$ cat src/rtl/vend_pkg.sv
`default_nettype none

package vend_pkg;

    // credit datapath
    localparam int credit_w = 7;
    localparam logic [credit_w-1:0] credit_max = 7'd95;

    // one returned coin
    localparam logic [credit_w-1:0] coin_unit = 7'd5;

    // amounts added by each coin button
    localparam logic [credit_w-1:0] coin_5_value = 7'd5;
    localparam logic [credit_w-1:0] coin_10_value = 7'd10;
    localparam logic [credit_w-1:0] coin_50_value = 7'd50;

    // bit 3 is A down to bit 0 is F
    localparam int n_drinks = 4;

    localparam logic [credit_w-1:0] price_a = 7'd60;
    localparam logic [credit_w-1:0] price_s = 7'd30;
    localparam logic [credit_w-1:0] price_d = 7'd25;
    localparam logic [credit_w-1:0] price_f = 7'd20;

    // keyboard make codes
    localparam logic [7:0] scan_a = 8'h1C;
    localparam logic [7:0] scan_s = 8'h1B;
    localparam logic [7:0] scan_d = 8'h23;
    localparam logic [7:0] scan_f = 8'h2B;

    // samples a button must stay high
    localparam int debounce_len = 8;

    // one coin per second at 100 MHz
    localparam int return_div_default = 100_000_000;
    localparam int scan_div_default = 100_000;

    // active low segments a..g, decimal point in bit 0 kept dark
    localparam logic [7:0] seg_table [0:9] = '{
        8'b0000_0011,
        8'b1001_1111,
        8'b0010_0101,
        8'b0000_1101,
        8'b1001_1001,
        8'b0100_1001,
        8'b0100_0001,
        8'b0001_1111,
        8'b0000_0001,
        8'b0000_1001
    };

endpackage

`default_nettype wire

$ cat src/rtl/debounce_pulse.sv
`timescale 1ns/1ns
`default_nettype none

module debounce_pulse (
    input  wire  clk,
    input  wire  rst,
    input  wire  sig,
    output logic pulse
);

    logic [vend_pkg::debounce_len-1:0] samples;
    logic level;
    logic level_d;

    // stable only when every sample is high
    assign level = &samples;

    always_ff @(posedge clk) begin
        if (rst) begin
            samples <= '0;
            level_d <= 1'b0;
            pulse <= 1'b0;
        end else begin
            samples <= {samples[vend_pkg::debounce_len-2:0], sig};
            level_d <= level;
            // one cycle on the rising edge of the clean level
            pulse <= level & ~level_d;
        end
    end

endmodule

`default_nettype wire

$ cat src/rtl/tick_divider.sv
`timescale 1ns/1ns
`default_nettype none

module tick_divider #(
    parameter int DIV_COUNT = 16
) (
    input  wire  clk,
    input  wire  rst,
    input  wire  run,
    output logic tick
);

    localparam int cnt_w = (DIV_COUNT > 1) ? $clog2(DIV_COUNT) : 1;

    logic [cnt_w-1:0] cnt;
    logic wrap;

    assign wrap = (cnt == cnt_w'(DIV_COUNT - 1));

    always_ff @(posedge clk) begin
        if (rst || !run) begin
            // counter restarts with each new return
            cnt <= '0;
            tick <= 1'b0;
        end else begin
            tick <= wrap;
            if (wrap) begin
                cnt <= '0;
            end else begin
                cnt <= cnt + 1'b1;
            end
        end
    end

endmodule

`default_nettype wire

$ cat src/rtl/key_selector.sv
`timescale 1ns/1ns
`default_nettype none

module key_selector (
    input  wire                           clk,
    input  wire                           rst,
    input  wire                           key_req,
    input  wire  [7:0]                    key_code,
    output logic                          key_ack,
    output logic [vend_pkg::n_drinks-1:0] select
);

    localparam logic st_idle = 1'b0;
    localparam logic st_ack = 1'b1;

    logic state;
    logic [vend_pkg::n_drinks-1:0] match;

    // unknown codes give an all-zero match
    assign match = {
        key_code == vend_pkg::scan_a,
        key_code == vend_pkg::scan_s,
        key_code == vend_pkg::scan_d,
        key_code == vend_pkg::scan_f
    };

    assign key_ack = (state == st_ack);

    always_ff @(posedge clk) begin
        if (rst) begin
            state <= st_idle;
            select <= '0;
        end else begin
            select <= '0;
            case (state)
                st_idle: begin
                    // code is stable while req is high
                    if (key_req) begin
                        state <= st_ack;
                        select <= match;
                    end
                end
                st_ack: begin
                    // hold ack until the producer drops req
                    if (!key_req) begin
                        state <= st_idle;
                    end
                end
                default: begin
                    state <= st_idle;
                end
            endcase
        end
    end

endmodule

`default_nettype wire

$ cat src/rtl/vend_core.sv
`timescale 1ns/1ns
`default_nettype none

module vend_core (
    input  wire                                  clk,
    input  wire                                  rst,
    input  wire                                  add_5,
    input  wire                                  add_10,
    input  wire                                  add_50,
    input  wire                                  cancel,
    input  wire  [vend_pkg::n_drinks-1:0]        select,
    input  wire                                  return_tick,
    output logic [vend_pkg::credit_w-1:0]        credit,
    output logic [vend_pkg::n_drinks-1:0]        affordable,
    output logic [vend_pkg::n_drinks-1:0]        dispense,
    output logic                                 coin_out,
    output logic                                 busy
);

    localparam logic mode_insert = 1'b0;
    localparam logic mode_return = 1'b1;

    logic mode;
    logic [vend_pkg::n_drinks-1:0] pick;
    logic [vend_pkg::credit_w-1:0] price_sel;

    function automatic logic [vend_pkg::credit_w-1:0] sat_add(
        input logic [vend_pkg::credit_w-1:0] base,
        input logic [vend_pkg::credit_w-1:0] value
    );
        if (base > vend_pkg::credit_max - value) begin
            return vend_pkg::credit_max;
        end
        return base + value;
    endfunction

    assign affordable = {
        credit >= vend_pkg::price_a,
        credit >= vend_pkg::price_s,
        credit >= vend_pkg::price_d,
        credit >= vend_pkg::price_f
    };

    assign busy = (mode == mode_return);

    // first affordable selection wins, A down to F
    always_comb begin
        pick = '0;
        price_sel = '0;
        if (select[3] && affordable[3]) begin
            pick[3] = 1'b1;
            price_sel = vend_pkg::price_a;
        end else if (select[2] && affordable[2]) begin
            pick[2] = 1'b1;
            price_sel = vend_pkg::price_s;
        end else if (select[1] && affordable[1]) begin
            pick[1] = 1'b1;
            price_sel = vend_pkg::price_d;
        end else if (select[0] && affordable[0]) begin
            pick[0] = 1'b1;
            price_sel = vend_pkg::price_f;
        end
    end

    always_ff @(posedge clk) begin
        if (rst) begin
            mode <= mode_insert;
            credit <= '0;
            dispense <= '0;
            coin_out <= 1'b0;
        end else begin
            dispense <= '0;
            coin_out <= 1'b0;
            if (mode == mode_insert) begin
                if (add_5) begin
                    credit <= sat_add(credit, vend_pkg::coin_5_value);
                end else if (add_10) begin
                    credit <= sat_add(credit, vend_pkg::coin_10_value);
                end else if (add_50) begin
                    credit <= sat_add(credit, vend_pkg::coin_50_value);
                end else if (pick != '0) begin
                    credit <= credit - price_sel;
                    dispense <= pick;
                    // change goes back only if something is left
                    if (credit != price_sel) begin
                        mode <= mode_return;
                    end
                end else if (cancel && credit != '0) begin
                    mode <= mode_return;
                end
            end else if (return_tick) begin
                // pay back one coin per tick
                coin_out <= 1'b1;
                if (credit <= vend_pkg::coin_unit) begin
                    credit <= '0;
                    mode <= mode_insert;
                end else begin
                    credit <= credit - vend_pkg::coin_unit;
                end
            end
        end
    end

endmodule

`default_nettype wire

$ cat src/rtl/coin_display.sv
`timescale 1ns/1ns
`default_nettype none

module coin_display #(
    parameter int SCAN_DIV = vend_pkg::scan_div_default
) (
    input  wire                           clk,
    input  wire                           rst,
    input  wire  [vend_pkg::credit_w-1:0] credit,
    output logic [7:0]                    seg,
    output logic [3:0]                    an
);

    localparam int cnt_w = (SCAN_DIV > 1) ? $clog2(SCAN_DIV) : 1;

    logic [cnt_w-1:0] scan_cnt;
    // 0 shows ones, 1 shows tens
    logic digit_sel;
    logic [3:0] tens;
    logic [3:0] ones;
    logic [3:0] digit;

    always_ff @(posedge clk) begin
        if (rst) begin
            scan_cnt <= '0;
            digit_sel <= 1'b0;
        end else if (scan_cnt == cnt_w'(SCAN_DIV - 1)) begin
            scan_cnt <= '0;
            digit_sel <= ~digit_sel;
        end else begin
            scan_cnt <= scan_cnt + 1'b1;
        end
    end

    // decimal split of the credit
    assign tens = 4'(credit / 10);
    assign ones = 4'(credit % 10);

    assign digit = digit_sel ? tens : ones;

    // anodes are active low
    assign an = digit_sel ? 4'b1101 : 4'b1110;

    always_comb begin
        if (digit <= 4'd9) begin
            seg = vend_pkg::seg_table[digit];
        end else begin
            // blank for anything past 9
            seg = 8'hff;
        end
    end

endmodule

`default_nettype wire

$ cat src/rtl/vend_top.sv
`timescale 1ns/1ns
`default_nettype none

module vend_top #(
    parameter int RETURN_DIV = vend_pkg::return_div_default,
    parameter int SCAN_DIV = vend_pkg::scan_div_default
) (
    input  wire                           clk,
    input  wire                           rst,
    input  wire                           coin_5,
    input  wire                           coin_10,
    input  wire                           coin_50,
    input  wire                           cancel,
    input  wire                           key_req,
    input  wire  [7:0]                    key_code,
    output logic                          key_ack,
    output logic [vend_pkg::n_drinks-1:0] dispense,
    output logic                          coin_out,
    output logic                          busy,
    output logic [vend_pkg::n_drinks-1:0] affordable,
    output logic [7:0]                    seg,
    output logic [3:0]                    an
);

    logic add_5;
    logic add_10;
    logic add_50;
    logic cancel_pulse;
    logic return_tick;
    logic [vend_pkg::n_drinks-1:0] select;
    logic [vend_pkg::credit_w-1:0] credit;

    // push-button cleanup
    debounce_pulse u_db_5 (.clk(clk), .rst(rst), .sig(coin_5), .pulse(add_5));
    debounce_pulse u_db_10 (.clk(clk), .rst(rst), .sig(coin_10), .pulse(add_10));
    debounce_pulse u_db_50 (.clk(clk), .rst(rst), .sig(coin_50), .pulse(add_50));
    debounce_pulse u_db_cancel (.clk(clk), .rst(rst), .sig(cancel), .pulse(cancel_pulse));

    key_selector u_keys (
        .clk      (clk),
        .rst      (rst),
        .key_req  (key_req),
        .key_code (key_code),
        .key_ack  (key_ack),
        .select   (select)
    );

    vend_core u_core (
        .clk         (clk),
        .rst         (rst),
        .add_5       (add_5),
        .add_10      (add_10),
        .add_50      (add_50),
        .cancel      (cancel_pulse),
        .select      (select),
        .return_tick (return_tick),
        .credit      (credit),
        .affordable  (affordable),
        .dispense    (dispense),
        .coin_out    (coin_out),
        .busy        (busy)
    );

    // coin return pacing, only runs while paying back
    tick_divider #(.DIV_COUNT(RETURN_DIV)) u_return_div (
        .clk  (clk),
        .rst  (rst),
        .run  (busy),
        .tick (return_tick)
    );

    coin_display #(.SCAN_DIV(SCAN_DIV)) u_display (
        .clk    (clk),
        .rst    (rst),
        .credit (credit),
        .seg    (seg),
        .an     (an)
    );

endmodule

`default_nettype wire

$ cat config.mk
export PLATFORM = sky130hd
export DESIGN_NAME = vend_top
export DESIGN_NICKNAME = d
export VERILOG_FILES = /design/src/rtl/vend_pkg.sv /design/src/rtl/debounce_pulse.sv /design/src/rtl/tick_divider.sv /design/src/rtl/key_selector.sv /design/src/rtl/vend_core.sv /design/src/rtl/coin_display.sv /design/src/rtl/vend_top.sv
export SDC_FILE = /design/constraint.sdc
export NUM_CORES = 1
export LEC_CHECK = 0
export ABC_AREA = 1
export BUFFER_PORTS_ARGS = -buffer_cell sky130_fd_sc_hd__buf_2
export CORE_UTILIZATION = 29
export CTS_BUF_LIST = sky130_fd_sc_hd__clkbuf_8
export CTS_CLUSTER_DIAMETER = 200
export CTS_CLUSTER_SIZE = 12
export DETAILED_ROUTE_END_ITERATION = 12
export PLACE_DENSITY = 0.48
export SLEW_MARGIN = 20
export SYNTH_ARGS = -nofsm -noshare
export SYNTH_HDL_FRONTEND = slang
export SYNTH_SLANG_ARGS = --single-unit
$ cat constraint.sdc
create_clock -name clk -period 4.85 [get_ports clk]
set_clock_uncertainty 0.2 [all_clocks]
set_input_delay 1.2125 -clock clk [delete_from_list [all_inputs] [get_ports clk]]
set_output_delay 1.2125 -clock clk [all_outputs]
set_load 0.1 [all_outputs]
==> impl_metrics.ini <==
[run_status]
status = finished with violations
violations = setup timing

[finish]
postLayoutCellArea_mm2 = 0.007695
drive_gt1_frac = 0.2492
post-route-util = 0.3915
n_fill_cell = 2120
mostFrequentLayoutCells = nand2_1 (135), inv_1 (118), nor2_1 (114), dfxtp_1 (97), buf_4 (81)
nets = 1004
area_delta_synth_final_pct = 30.96
stdcell_count = 1233
layout_commonest_cell = nand2_1

[drt]
vias_per_cell = 4.524
wl_um = 14670
drt_iter0_markers = 303
wl_per_cell_um = 11.90
drc = 0
antenna_left = 0
drt_pass1_iterations = 7
num_vias = 5578

[grt]
first_global_vias = 5063
grt_max_degree = 36
antenna_found_initial = 1
grt_pass1_wl_um = 24090
globalRoute.totalOverflow = 0
grt_use_total = 0.1468

[floorplanning]
io_pins = 38
row_count = 51
die_h_um = 144.3
initial_core_util = 0.2990
die_w_um = 144.3
core_mm2 = 0.01965
fp.dieArea_mm2 = 0.02083

[worst_setup_path]
cp-start-kind = flip-flop
ff2ff_setup_slack_ps = 1060
cp_slowest_stage_delay_ps = 370
cp_slowest_cell = dfxtp_4
worst_path_most_repeated_cell = nor2_4
critical_path_class = flip-flop to output port
r2r_start = u_core.credit[2]
critPathArrivalTime_ps = 4030
crit_family = simple AND/OR/NAND/NOR gates
cp_max_fo = 7
crit_buf_inv = 6
regToRegEndpoint = u_core.credit[6]
required_ps = 3440
r2r_cells = 18
endpoint_kind = output port

[power]
peakVddDrop_v = 0.0002208
power_frac_clock = 0.402
p_per_area_mw_per_mm2 = 196.4
power.static_leakage_nw = 3.374
seqPwrFrac = 0.571
switching_share = 0.2280
combPwrFrac = 0.027
switching_power_mw = 0.3447
p_int_mw = 1.167

[placed_design]
place_area_mm2 = 0.007020
port_buffers = 34
dp_hpwl_um = 11010
placedCellCount = 1198
gp_congestion = 0.8872

[hold_path]
hold_class = flip-flop to flip-flop
min_from = u_db_5.level_d
holdPathStages = 1
holdPathEnd = u_db_5.pulse

[yosys]
ys_seq_elements = 104
netlist_area_mm2 = 0.005876
ys_types = 53
ys_warn_count = 0
synthCells = 852
synth_edf_count = 0
syn_avg_cell_area_um2 = 6.896
async_reset_ff_frac = 0
synth_ff_type = dfxtp_1
seq_area_frac_synth = 0.3543

[clock_tree]
path_clk_slew_ps = 110
cts_made_buffers = 9
worstSkewPairLatency_ps = 380
htreeDepth = 3
postCtsHoldBufs = 0
clock_tree.buffer_depth = 2
cts_root_buf = clkbuf_8
cts_tree = yes
clock-sinks = 104

[timing]
rsz0062_at_grt = yes
period_share = 1.121
relSlewSlack = 0.5019
fin_crit_ps = 5438
slew_viol_final = 0
hold_violations = 0
finalWorstSetupSlack_ps = -588.5
setup_viol = 7
fmax_ghz = 0.1839
max_slew.worst_pin.slew_ps = 739.4
whs_ps = 184.5

[run]
max_cap_viol_count = 0
synthesized netlist by cell type, types with 6 or more instances:
library cell / count / area (um2)
nand2_1: 159 / 596.8
inv_1: 125 / 469.2
nor2_1: 117 / 439.2
dfxtp_1: 104 / 2082
nand3_1: 53 / 265.3
a21oi_1: 32 / 160.2
o21ai_0: 32 / 160.2
nor3_1: 27 / 135.1
ha_1: 26 / 325.3
nand4_1: 18 / 112.6
xor2_1: 17 / 148.9
nand2_2: 13 / 81.33
nor4_1: 13 / 81.33
a31oi_1: 10 / 62.56
inv_2: 10 / 37.54
clkbuf_1: 8 / 30.03
a211oi_1: 6 / 45.04
nor3b_1: 6 / 45.04
cell type report:
cell class | count | area [um2] | share of cell area
multi-input cells | 594 | 3623 | 0.4709
flip-flops and latches | 104 | 2093 | 0.2720
repair buffers | 115 | 883.3 | 0.1148
inverters | 138 | 531.8 | 0.06911
well taps | 265 | 331.6 | 0.04309
clock buffers | 9 | 123.9 | 0.01610
clock inverters | 7 | 105.1 | 0.01366
diodes | 1 | 2.502 | 0.0003252
layer usage:
metal,up-vias,GRT usage,share of wire
met5,-,0,0
met4,0,0.04709,0.013
met3,15,0.02550,0.034
met2,95,0.2389,0.46
met1,2483,0.1957,0.49
li1,2985,-,-
state kept, by name (all words and copies together), names as in the netlist, 4 cells and up:
name / count
u_core.credit: 7
u_core.dispense: 4
u_db_50.samples: 8
u_db_10.samples: 8
u_keys.select: 4
u_return_div.cnt: 27
u_display.scan_cnt: 17
u_db_5.samples: 8
u_db_cancel.samples: 8
worst max-delay path by stage:
stage,cells after the start,end,from,slack [ps]
2_1_floorplan,32,seg[4],u_core.credit[2],-120
3_3_place_gp,23,seg[4],u_core.credit[6],-360
3_5_place_dp,26,seg[3],u_core.credit[1],-310
4_1_cts,28,seg[6],u_core.credit[1],-600
5_1_grt,28,seg[4],u_core.credit[1],-840
6_report,28,seg[4],u_core.credit[1],-590
stage by stage:
step	setup slack (ps)	power (mW)	TNS [ps]
floorplan	-122.0	0.9151	-389.0
global placement	-363.7	0.9241	-2492
detailed placement	-308.7	0.9245	-2122
CTS	-601.7	1.544	-4072
global route	-836.8	1.583	-5731
finish	-588.5	1.512	-4047
cell families after synthesis:
logic type	synth area share
compound gates	0.1146
xor+xnor	0.03279
other cells	0.0006382
simple gates	0.3350
buf+inv	0.1039
fa+ha+maj	0.05877
flops	0.3543
repair_timing:
action / CTS / global route
pin swaps: 32 / 33
setup buffers: 11 / 7
resized for setup: 44 / 29
setup endpoints to repair: 7 / 7
gates cloned: 0 / 0
power groups by stage:
stage / clock network, mW / logic [mW] / registers, mW
after floorplan: 0 / 0.0291 / 0.886
after global placement: 0 / 0.0409 / 0.883
after detailed placement: 0 / 0.0413 / 0.883
after CTS: 0.639 / 0.0413 / 0.863
after global routing: 0.673 / 0.0460 / 0.865
final: 0.608 / 0.0408 / 0.863
Note: power is estimated with default switching activity, not from simulation.
